**src/hdl/rr_sched_cfg.svh**
```systemverilog
// Round-robin request scheduler configuration.
// Sizes shared by the package and every RTL block of the scheduler.

`ifndef RR_SCHED_CFG_SVH
`define RR_SCHED_CFG_SVH

// Number of request channels served by the arbiter.
`define RR_NUM_CH 20

// Width of a channel number.
// It must hold every value from 0 to RR_NUM_CH-1.
`define RR_CH_BITS 5

// Width of each pending counter.
// A counter saturates at all ones, which is 15 here.
`define RR_PEND_BITS 4

`endif

```
**src/hdl/rr_sched_pkg.sv**
```systemverilog
// Round-robin request scheduler types.
// Holds the channel number, the per-channel mask and the grant record.

`default_nettype none

`include "rr_sched_cfg.svh"

package rr_sched_pkg;

	// Number of one channel, always in the range 0 to RR_NUM_CH-1.
	typedef logic [`RR_CH_BITS-1:0] ch_id_t;

	// One bit per channel.
	// Bit n belongs to channel n.
	typedef logic [`RR_NUM_CH-1:0] ch_mask_t;

	// Grant record as it leaves the scheduler.
	// The valid bit is high for one cycle per grant, and id names the winner.
	typedef struct packed {
		logic   valid;
		ch_id_t id;
	} grant_t;

endpackage

`default_nettype wire

```
**src/hdl/req_pend_bank.sv**
```systemverilog
// Pending request store for the round-robin scheduler.
// One saturating counter per channel counts requests not yet granted.
// A request that finds its counter full is dropped and leaves a sticky
// overflow flag behind.

`timescale 1ns/1ps
`default_nettype none

`include "rr_sched_cfg.svh"

module req_pend_bank (
	input  logic                   clk,
	input  logic                   rst_n,
	input  rr_sched_pkg::ch_mask_t req,
	input  logic                   take,
	input  rr_sched_pkg::ch_id_t   take_id,
	output rr_sched_pkg::ch_mask_t pend_mask,
	output rr_sched_pkg::ch_mask_t ovf
);

	// Value at which a counter stops counting up.
	localparam logic [`RR_PEND_BITS-1:0] CNT_MAX = {`RR_PEND_BITS{1'b1}};

	// Pending count of each channel.
	logic [`RR_PEND_BITS-1:0] cnt [`RR_NUM_CH];

	// One-hot form of the consume strobe.
	rr_sched_pkg::ch_mask_t dec_mask;

	always_comb begin
		dec_mask = '0;
		if (take) begin
			dec_mask[take_id] = 1'b1;
		end
	end

	// Each channel sees a request bit and a consume bit in the same cycle.
	// Both together leave the count where it is.
	always_ff @(posedge clk or negedge rst_n) begin
		if (!rst_n) begin
			for (int i = 0; i < `RR_NUM_CH; i++) begin
				cnt[i] <= '0;
			end
			ovf <= '0;
		end else begin
			for (int i = 0; i < `RR_NUM_CH; i++) begin
				case ({req[i], dec_mask[i]})
					2'b10: begin
						// A full counter drops the pulse and flags it.
						if (cnt[i] == CNT_MAX) begin
							ovf[i] <= 1'b1;
						end else begin
							cnt[i] <= cnt[i] + 1'b1;
						end
					end
					2'b01: begin
						cnt[i] <= cnt[i] - 1'b1;
					end
					default: begin
						cnt[i] <= cnt[i];
					end
				endcase
			end
		end
	end

	// A channel has work while its count is nonzero.
	always_comb begin
		for (int i = 0; i < `RR_NUM_CH; i++) begin
			pend_mask[i] = |cnt[i];
		end
	end

	// The arbiter only picks channels that are pending here.
	// A consume on an empty counter would wrap it to full.
	a_take_pending : assert property (
		@(posedge clk) disable iff (!rst_n)
		take |-> pend_mask[take_id]
	);

	// The consume channel comes from the arbiter pointer logic.
	a_take_id_range : assert property (
		@(posedge clk) disable iff (!rst_n)
		take |-> (take_id < `RR_CH_BITS'(`RR_NUM_CH))
	);

endmodule

`default_nettype wire

```
**src/hdl/rr_arb20.sv**
```systemverilog
// Round-robin arbiter for the request scheduler.
// A pointer holds the last granted channel, and the search starts at the
// channel after it and wraps around, so the pointer's own channel comes last.
// The next pointer is kept in the range 0 to RR_NUM_CH-1.

`timescale 1ns/1ps
`default_nettype none

`include "rr_sched_cfg.svh"

module rr_arb20 (
	input  logic                   clk,
	input  logic                   rst_n,
	input  rr_sched_pkg::ch_mask_t req,
	input  logic                   en,
	output rr_sched_pkg::ch_id_t   sel,
	output logic                   gnt
);

	// Pointer to the channel that won the last arbitration.
	rr_sched_pkg::ch_id_t arb_ptr;

	// Request mask turned so that bit 0 is the pointer's channel.
	rr_sched_pkg::ch_mask_t rot_req;

	// Distance from the pointer to the winner.
	rr_sched_pkg::ch_id_t pri_off;

	// Pointer plus offset, one bit wider so that the wrap can be seen.
	logic [`RR_CH_BITS:0] ptr_sum;

	// Winner after the wrap, which is also the next pointer.
	rr_sched_pkg::ch_id_t n_ptr;

	// Rotates din right by amt places over RR_NUM_CH bits.
	// Each stage turns the mask by a power of two, as a barrel shifter does.
	// The amount never exceeds RR_NUM_CH-1, so the stages never wrap twice.
	function automatic rr_sched_pkg::ch_mask_t rot_right(
		input rr_sched_pkg::ch_mask_t din,
		input rr_sched_pkg::ch_id_t   amt
	);
		logic [2*`RR_NUM_CH-1:0] dbl;
		rr_sched_pkg::ch_mask_t  r;
		r = din;
		for (int k = 0; k < `RR_CH_BITS; k++) begin
			if (amt[k]) begin
				// Two copies side by side make the wrap a plain slice.
				dbl = {r, r};
				r = dbl[(1 << k) +: `RR_NUM_CH];
			end
		end
		return r;
	endfunction

	// Finds the lowest set bit among positions 1 and up.
	// Bit 0 is the pointer's own channel, which only wins when it is the
	// sole requester, and then the offset of 0 is already right.
	function automatic rr_sched_pkg::ch_id_t pri_pick(
		input rr_sched_pkg::ch_mask_t din
	);
		rr_sched_pkg::ch_id_t off;
		off = '0;
		// Scanning downwards lets the lowest set bit write last.
		for (int i = `RR_NUM_CH - 1; i >= 1; i--) begin
			if (din[i]) begin
				off = rr_sched_pkg::ch_id_t'(i);
			end
		end
		return off;
	endfunction

	assign rot_req = rot_right(req, arb_ptr);
	assign pri_off = pri_pick(rot_req);

	// The sum reaches at most 2*(RR_NUM_CH-1), so one subtraction reduces it.
	assign ptr_sum = {1'b0, arb_ptr} + {1'b0, pri_off};

	always_comb begin
		if (ptr_sum >= (`RR_CH_BITS+1)'(`RR_NUM_CH)) begin
			n_ptr = rr_sched_pkg::ch_id_t'(ptr_sum - (`RR_CH_BITS+1)'(`RR_NUM_CH));
		end else begin
			n_ptr = ptr_sum[`RR_CH_BITS-1:0];
		end
	end

	// The selection is combinational so the caller can consume in the same cycle.
	assign sel = n_ptr;

	// The pointer only moves when a grant is actually taken.
	always_ff @(posedge clk or negedge rst_n) begin
		if (!rst_n) begin
			arb_ptr <= '0;
			gnt     <= 1'b0;
		end else begin
			if (en) begin
				arb_ptr <= n_ptr;
			end
			gnt <= en & (|req);
		end
	end

	// The modulo update must keep the pointer inside the channel range.
	a_ptr_range : assert property (
		@(posedge clk) disable iff (!rst_n)
		arb_ptr < `RR_CH_BITS'(`RR_NUM_CH)
	);

	// Whatever the pointer, the rotate and pick must land on a real requester.
	a_sel_req : assert property (
		@(posedge clk) disable iff (!rst_n)
		(|req) |-> req[sel]
	);

endmodule

`default_nettype wire

```
**src/hdl/rr_sched_top.sv**
```systemverilog
// Round-robin request scheduler top level.
// Joins the pending store with the arbiter and registers the grant.
// A grant is taken in any cycle where slot is high and some channel waits.

`timescale 1ns/1ps
`default_nettype none

`include "rr_sched_cfg.svh"

module rr_sched_top (
	input  logic                   clk,
	input  logic                   rst_n,
	input  rr_sched_pkg::ch_mask_t req,
	input  logic                   slot,
	output rr_sched_pkg::grant_t   grant,
	output rr_sched_pkg::ch_mask_t ovf
);

	// Channels with a nonzero pending count.
	rr_sched_pkg::ch_mask_t pend_mask;

	// Winner of this cycle, from the arbiter.
	rr_sched_pkg::ch_id_t sel;

	// High in a cycle that issues a grant.
	logic take;

	assign take = slot & (|pend_mask);

	req_pend_bank u_pend (
		.clk       (clk),
		.rst_n     (rst_n),
		.req       (req),
		.take      (take),
		.take_id   (sel),
		.pend_mask (pend_mask),
		.ovf       (ovf)
	);

	// The arbiter's gnt equals the registered take, which grant.valid holds.
	rr_arb20 u_arb (
		.clk   (clk),
		.rst_n (rst_n),
		.req   (pend_mask),
		.en    (take),
		.sel   (sel),
		.gnt   ()
	);

	// The grant leaves one cycle after its slot, at the same edge that
	// consumes the request and moves the pointer.
	always_ff @(posedge clk or negedge rst_n) begin
		if (!rst_n) begin
			grant.valid <= 1'b0;
			grant.id    <= {`RR_CH_BITS{1'b0}};
		end else begin
			grant.valid <= take;
			grant.id    <= sel;
		end
	end

endmodule

`default_nettype wire

```
**config.mk**
```make
export PLATFORM = sky130hd
export DESIGN_NAME = rr_sched_top
export DESIGN_NICKNAME = d
export VERILOG_FILES = /design/src/hdl/rr_sched_pkg.sv /design/src/hdl/req_pend_bank.sv /design/src/hdl/rr_arb20.sv /design/src/hdl/rr_sched_top.sv
export VERILOG_INCLUDE_DIRS = /design/src /design/src/hdl
export SDC_FILE = /design/constraint.sdc
export NUM_CORES = 1
export LEC_CHECK = 0
export ABC_AREA = 1
export BUFFER_PORTS_ARGS = -buffer_cell sky130_fd_sc_hd__buf_2
export CORE_MARGIN = 8
export CORE_UTILIZATION = 60
export DETAILED_ROUTE_END_ITERATION = 16
export PLACE_DENSITY_LB_ADDON = 0.3
export RECOVER_POWER = 25
export SYNTH_ARGS = -nofsm -noshare
export SYNTH_HDL_FRONTEND = slang
export SYNTH_SLANG_ARGS = --single-unit
```
**constraint.sdc**
```tcl
create_clock -name clk -period 6.9 [get_ports clk]
set_clock_uncertainty 0.15 [all_clocks]
set_input_delay 0.69 -clock clk [delete_from_list [all_inputs] [get_ports clk]]
set_output_delay 0.69 -clock clk [all_outputs]
set_load 0.005 [all_outputs]
```
Word level (Yosys, flattened, before mapping) --
Index checks and enable logic that the tools add are counted.
Cells by class: $add $sub $neg 42, order comparisons 3, eq/ne operators 80, mux-type cells 68, bitwise logic cells 1, reduce and logical (&&, ||, !) cells 82
Operators by type and width (number):
- $pmux W4 S2 | 20
- $mux W20 | 6
- $mux W5 | 20
- $add A4 B1 Y4 const B | 20
- $eq A4 B4 Y1 const B | 20
- $mux W4 | 20
- $reduce_and A2 Y1 | 40
- $reduce_or A4 Y1 | 20
- $reduce_or A80 Y1 | 1
- $sub A4 B1 Y4 const B | 20
- $eq A2 B1 Y1 const B | 20
- $eq A2 B2 Y1 const B | 20
- $ne A2 B2 Y1 const B | 20
- $reduce_bool A2 Y1 | 20
- $add A5 B5 Y6 | 1
- $ge A6 B5 Y1 const B | 1
- $lt A5 B6 Y1 const B | 1
- $demux W1 S5 | 1
- $ge A5 B1 Y1 const B | 1
- $sub A5 B5 Y5 const B | 1
- $and A1 B1 Y1 | 1
- $logic_and A1 B1 Y1 | 1
- $mux W1 | 1
Word-level totals: flip-flop bits (word level) 111, bits of input ports 23, output and inout port bits 26, word-level logic and storage cells 319

Depth between registers and ports, before layout --
depth after elaboration 36, mapped depth 53

By module --
Synthesis repeated with hierarchy kept, for this count alone.
Second synthesis, totals: cell total of the unflattened synthesis 1265, area, all modules 8541.9 µm²
By module, submodules not included:
- req_pend_bank | times used 1, cells an instance 883, area an instance 6471.2 µm², seq. area each 2502.4 µm²
- rr_arb20 | times used 1, cells an instance 356, area an instance 1839.3 µm², seq. area each 150.1 µm²
- rr_sched_top | times used 1, cells an instance 26, area an instance 231.5 µm², seq. area each 150.1 µm²

Least setup slack after synthesis --
Ideal clock, no wire load.
path kind register to register, start point register u_arb.arb_ptr[0], end point register u_pend.cnt[43] (netlist bit), arrival time 5.401 ns, data required time 6.626 ns, setup slack 1.225 ns, stages on the path, launching flop included 49, clock period less this slack 5.675 ns, cell sequence dfrtp_1 > inv_1 > clkbuf_1 > nand3_1 > nand3_1 > nand3_1 > nand3_1 > nand3_1 > nand2_1 > nand2_1 > nand2_1 > nand2_1 > nand2_1 > nand2_1 > nand2_1 > nand2_1 > nand2_1 > nand2_1 > [13 not listed] > inv_1 > ha_1 > o21ai_0 > nand2_1 > nand2_2 > inv_2 > nand2_1 > o21a_4 > nand2_1 > nor2_2 > nand2_1 > nor2_2 > ha_1 > nand2_1 > nor2_1 > a211oi_1 > mux2_2 > xor2_1
Between the ends: cells in the longest elaborated chain, start to end 35, elaborated cells on any way between the ends 40
RTL lines:
- start, declared | RTL line rr_arb20.sv:21 | rr_sched_pkg::ch_id_t arb_ptr;
- start signal, assigned | RTL line rr_arb20.sv:96 | arb_ptr <= n_ptr;
- $mux W20 (5 in a row) | RTL line rr_arb20.sv:46 | if (amt[k]) begin
- $mux W5 (19 in a row) | RTL line rr_arb20.sv:65 | if (din[i]) begin
- $add A5 B5 Y6 (*) | RTL line rr_arb20.sv:76 | assign ptr_sum = {1'b0, arb_ptr} + {1'b0, pri_off};
- $sub A5 B5 Y5 / $ge A6 B5 Y1 (equally long branches) | RTL line rr_arb20.sv:80, rr_arb20.sv:79
- $mux W5 (*) | RTL line rr_arb20.sv:79 | if (ptr_sum >= (`RR_CH_BITS+1)'(`RR_NUM_CH)) begin
- net sel[3] | RTL line rr_sched_top.sv:23 | rr_sched_pkg::ch_id_t sel;
- $lt A5 B6 Y1 (not written as such) / $ge A5 B1 Y1 (equally long branches) | RTL line req_pend_bank.sv:33 | dec_mask[take_id] = 1'b1;
- $logic_and A1 B1 Y1 (not written as such) | RTL line req_pend_bank.sv:33
- $mux W1 (not written as such) | RTL line req_pend_bank.sv:33
- $demux W1 S5 (*)
- $mux W20 (*) | RTL line req_pend_bank.sv:32 | if (take) begin
- $eq A2 B2 Y1 / $eq A2 B1 Y1 (equally long branches) | RTL line req_pend_bank.sv:47 | case ({req[i], dec_mask[i]})
- $ne A2 B2 Y1 (no source line) / $reduce_bool A2 Y1 (equally long branches)
- $reduce_and A2 Y1 (no source line)
- end signal, assigned by index | RTL line req_pend_bank.sv:53 | cnt[i] <= cnt[i] + 1'b1;
- end signal, assigned by index | RTL line req_pend_bank.sv:57 | cnt[i] <= cnt[i] - 1'b1;
- end signal, assigned by index | RTL line req_pend_bank.sv:60 | cnt[i] <= cnt[i];
- end, declared | RTL line req_pend_bank.sv:25 | logic [`RR_PEND_BITS-1:0] cnt [`RR_NUM_CH];
Mark *: on every way through the listed nets, which the timed path passes. The rest lies on a longest branch. A chain may end at the register's enable or synchronous reset.

Worst setup path after layout --
start point register u_arb.arb_ptr[1], end point register u_pend.cnt[43] (netlist bit)
Between the ends: cells in the longest elaborated chain, start to end 34, elaborated cells on any way between the ends 39
RTL lines (RTL line):
- $mux W20 (4 in a row) | rr_arb20.sv:46
- $mux W5 (19 in a row) | rr_arb20.sv:65
- $add A5 B5 Y6 (*) | rr_arb20.sv:76
- $sub A5 B5 Y5 / $ge A6 B5 Y1 (equally long branches) | rr_arb20.sv:80, rr_arb20.sv:79
- $mux W5 (*) | rr_arb20.sv:79
- net sel[3] | rr_sched_top.sv:23
- $lt A5 B6 Y1 (not written as such) / $ge A5 B1 Y1 (equally long branches) | req_pend_bank.sv:33
- $logic_and A1 B1 Y1 (not written as such) | req_pend_bank.sv:33
- $mux W1 (not written as such) | req_pend_bank.sv:33
- $demux W1 S5 (*)
- $mux W20 (*) | req_pend_bank.sv:32
- $eq A2 B2 Y1 / $eq A2 B1 Y1 (equally long branches) | req_pend_bank.sv:47
- $ne A2 B2 Y1 (no source line) / $reduce_bool A2 Y1 (equally long branches)
- $reduce_and A2 Y1 (no source line)
Marked as above.

==> results <==
- Once layout is complete, the utilization of the core stands at 68.7%.
- The actual transition at the worst max-transition pin is approximately 2.6 ns.
- The clock root buffer master is clkbuf_16.
- Counting the fill cells in the layout gives around 1,100.
- The checks that failed: max-capacitance violations, max-slew violations.
- The post-synth net total is 1,154.
- The starting density of the core is 61.7%.
- The via count of the first global-routing pass was 7,161.
- The largest fanout of any net on the critical path is 11.
- 0 antenna diodes ended up in the layout.
- Signal routing reaches up to met4.
- The category of the critical setup timing path is flip-flop to flip-flop.
- The final critical-path required period is 6.39 ns.
- The number of register bits inferred by synthesis is about 110.
- The worst stage delay on the critical path is 0.52 ns.
- Yosys printed 0 warnings.
- The commonest register cell after synthesis is dfrtp_1.
- The detailed-route wire length is just over 20 mm.
- The tool flagged a number of max-cap violations equal to 1.
- The slowest stage cell on the critical path is dfrtp_1.
- Setup violations remaining at the end of the flow were counted as 0.
- Entering global routing, the biggest net connects 64 pins.
- In this run the core area contains 42 standard-cell rows.
- Data on the critical path is required at its endpoint by 7.00 ns.
- The pre-CTS worst setup slack is ~0.21 ns.
- For this design the top-level I/O count stands at 49.
- Synthesis instantiated 41 different standard cells from the library.
- The min-delay analysis places its worst path in the category flip-flop to flip-flop.
- Once detailed placement completed, the half-perimeter wirelength came to 15.7 mm.
- A synthesized cell averages 7.70 um^2.
- The pre-antenna-repair detailed-routing pass consisted of 6 iterations.
- The first global-routing pass estimated roughly 34 mm of wire.
- The worst setup path is launched from a flip-flop.
- Among the stages of the critical path, the cell type that occurs most often is nand2_1.
- In the routed design, unresolved DRC markers number 0.
- Synthesis produced a netlist whose cell count is 1,065.
- The total length of routed met2 wires is 10.1 mm.
- The final count of hold timing violations is 0.
- Headroom to the max-slew limit came out at -74.5%.
- The max-slew violation count is 50.
- The maximum clock rate is 156 MHz.
- The mapped netlist covers 8210 um^2.
- The initial antenna violation count is 0.
- The flow ran to the end, but the final reports show violations.
- The area inside the core boundary is roughly 13,000 um^2.
- The clock reaches the later pin of the worst-skew pair after 0.36 ns.
- The floorplan step set the die width to 133 um.
- The H-tree depth reported by CTS is 3.
- Global routing finished with a remaining overflow of 0.
- From bottom edge to top edge, the die measures 133 um.
- The capturing element type of the critical path is a flip-flop.
- For this run, asynchronously set or reset flops after synthesis account for 100%.
- On the final layout, the worst hold slack is 0.314 ns.
- TritonCTS built the clock tree.
- For this design, the CTS-stage hold fixing added 0 buffers.
- The relative area change from synthesis to final layout is 11.2%.
- The vias per cell is approximately 5.7.
- The final worst-path cycle share is a little over 90%.
- The number of antenna-violating nets in the routed design is 0.
- The share of final-layout standard cells stronger than drive strength 1 is 13.0%.
- In the post-route analysis, the smallest setup slack over all paths is approximately 0.5 ns.
- After the first detailed-routing iteration, the DRC count stood at 687.
- Detailed routing inserted a total of 7,484 vias.
- The buffer levels on the longest clock path is 2.
- Dividing the detail-routed wire length by the instance count gives approximately 16 um.
- The layout net count is between 1,000 and 1,500.
- Data on the critical path arrives at its endpoint at 6.49 ns.
- The met3 wire length is 1.17 mm.
- Setup repair after global routing could not meet its margin everywhere.
- In this run the tool buffered the top-level ports with 48 buffer cells.
- The clock edge transition at the registers on the reported setup and hold paths is 0.08 ns.
- For the final routed database, the setup TNS stands at 0 ns.
- Yosys mapped a number of flops with a built-in enable equal to 0.
- Of the synthesized area, sequential elements account for 33.9%.
- The total global routing track utilization is 23.5%.
- The floorplan die area is 17,700 um^2.
- In this run, CTS created clock tree buffers numbering 9.
- The CTS sink count is 111.
- The met1 layer wirelength in the final routing is 9.05 mm.
- The placer congestion estimate is a little under 1.
layout make-up:
type	count	area, um^2	area share (%)
Multi-Input combinational cell	792	4920	53.9
Sequential cell	111	2780	30.4
Inverter	143	544	5.96
Timing Repair Buffer	61	348	3.81
Clock buffer	11	243	2.66
Tap cell	176	220	2.41
Clock inverter	5	53.8	0.589
Timing Repair inverter	3	22.5	0.247
cell families after synthesis:
logic type | after synthesis | share of synthesized area [%]
and+or+nand+nor | 514 | 29.2
buffers and inverters | 162 | 7.44
AOI/OAI and AO/OA | 141 | 9.84
DFF | 111 | 33.9
adders and majority gates | 66 | 11.9
xor gates and xnor gates | 64 | 6.92
muxes | 7 | 0.869
state kept, by name (all words and copies together), names as in the netlist:
signal	count
u_arb.arb_ptr	5
u_pend.cnt	80
u_pend.ovf	20
grant	6
worst paths after layout:
path / from / end / slack, ns / cells after the start
worst max-delay path: u_arb.arb_ptr[1] / u_pend.cnt[43] / 0.51 / 46
worst min-delay path: u_pend.ovf[16] / u_pend.ovf[16] / 0.31 / 1
worst max register to register: u_arb.arb_ptr[1] / u_pend.cnt[43] / 0.51 / 46
worst min register to register: u_pend.ovf[16] / u_pend.ovf[16] / 0.31 / 1
max in group asynchronous: rst_n / u_arb.arb_ptr[0] / 3.64 / 2
min in group asynchronous: rst_n / u_pend.cnt[12] / 0.98 / 1
cell usage after synthesis, drive strengths merged, types with 2 or more instances:
| library cell | count | share of area, % |
|---|---|---|
| clkbuf | 15 | 0.69 |
| a21o | 5 | 0.46 |
| xnor2 | 18 | 1.9 |
| nand4 | 14 | 1.1 |
| inv | 142 | 6.5 |
| nor4 | 18 | 1.4 |
| a31o | 15 | 1.6 |
| and2 | 5 | 0.38 |
| ha | 46 | 7.0 |
| nand2 | 191 | 9.1 |
| fa | 20 | 4.9 |
| nor2 | 96 | 4.9 |
| o21ai | 60 | 3.7 |
| buf | 4 | 0.21 |
| a31oi | 6 | 0.46 |
| nand3b | 16 | 1.5 |
| mux2i | 6 | 0.73 |
| a311oi | 2 | 0.21 |
| dfrtp | 111 | 34 |
| xor2 | 46 | 5.0 |
| or2 | 2 | 0.15 |
| nand3 | 168 | 10 |
| nor3 | 4 | 0.38 |
| a21oi | 49 | 3.0 |
worst max-delay path, delay by kind of cell, from the launching register on:
family	cells	cell delay, ns
AOI/OAI and AO/OA	3	0.46
xor gates and xnor gates	2	0.41
adders and majority gates	4	1.13
buffers and inverters	4	0.52
DFF	1	0.52
muxes	1	0.37
and+or+nand+nor	32	2.69
per-layer routing:
| layer | global-route usage (%) | vias to the layer above |
|---|---|---|
| met5 | 0 | - |
| met4 | 7.51 | 0 |
| met3 | 4.47 | 43 |
| met2 | 38.8 | 260 |
| met1 | 30.5 | 3529 |
| li1 | - | 3652 |
repair_timing:
| action | 4_1_cts | 5_1_grt |
|---|---|---|
| gates resized for setup | 0 | 32 |
| endpoints found under the setup margin | 0 | 54 |
| setup buffers | 0 | 3 |
cell usage in the layout (no fill, tap or decap), types with 18 or more instances in the layout:
master   count
fa_1        20
o21ai_0     52
inv_1      129
dfrtp_1    110
ha_1        46
nand2_1    177
nor4_1      18
a21oi_1     49
nor2_1      72
xor2_1      45
nand3_1    167
buf_2       40
metrics by stage:
stage / instance area (um^2) / instances
floorplan: 8210 / 1065
finish: 9130 / 1302
CTS: 8970 / 1296
global route: 9130 / 1302
global placement: 8670 / 1280
detailed placement: 8670 / 1280
Power is left out: the tool's default activity adds up to more than one toggle a clock period on the data nets, which glitch-free logic cannot reach.
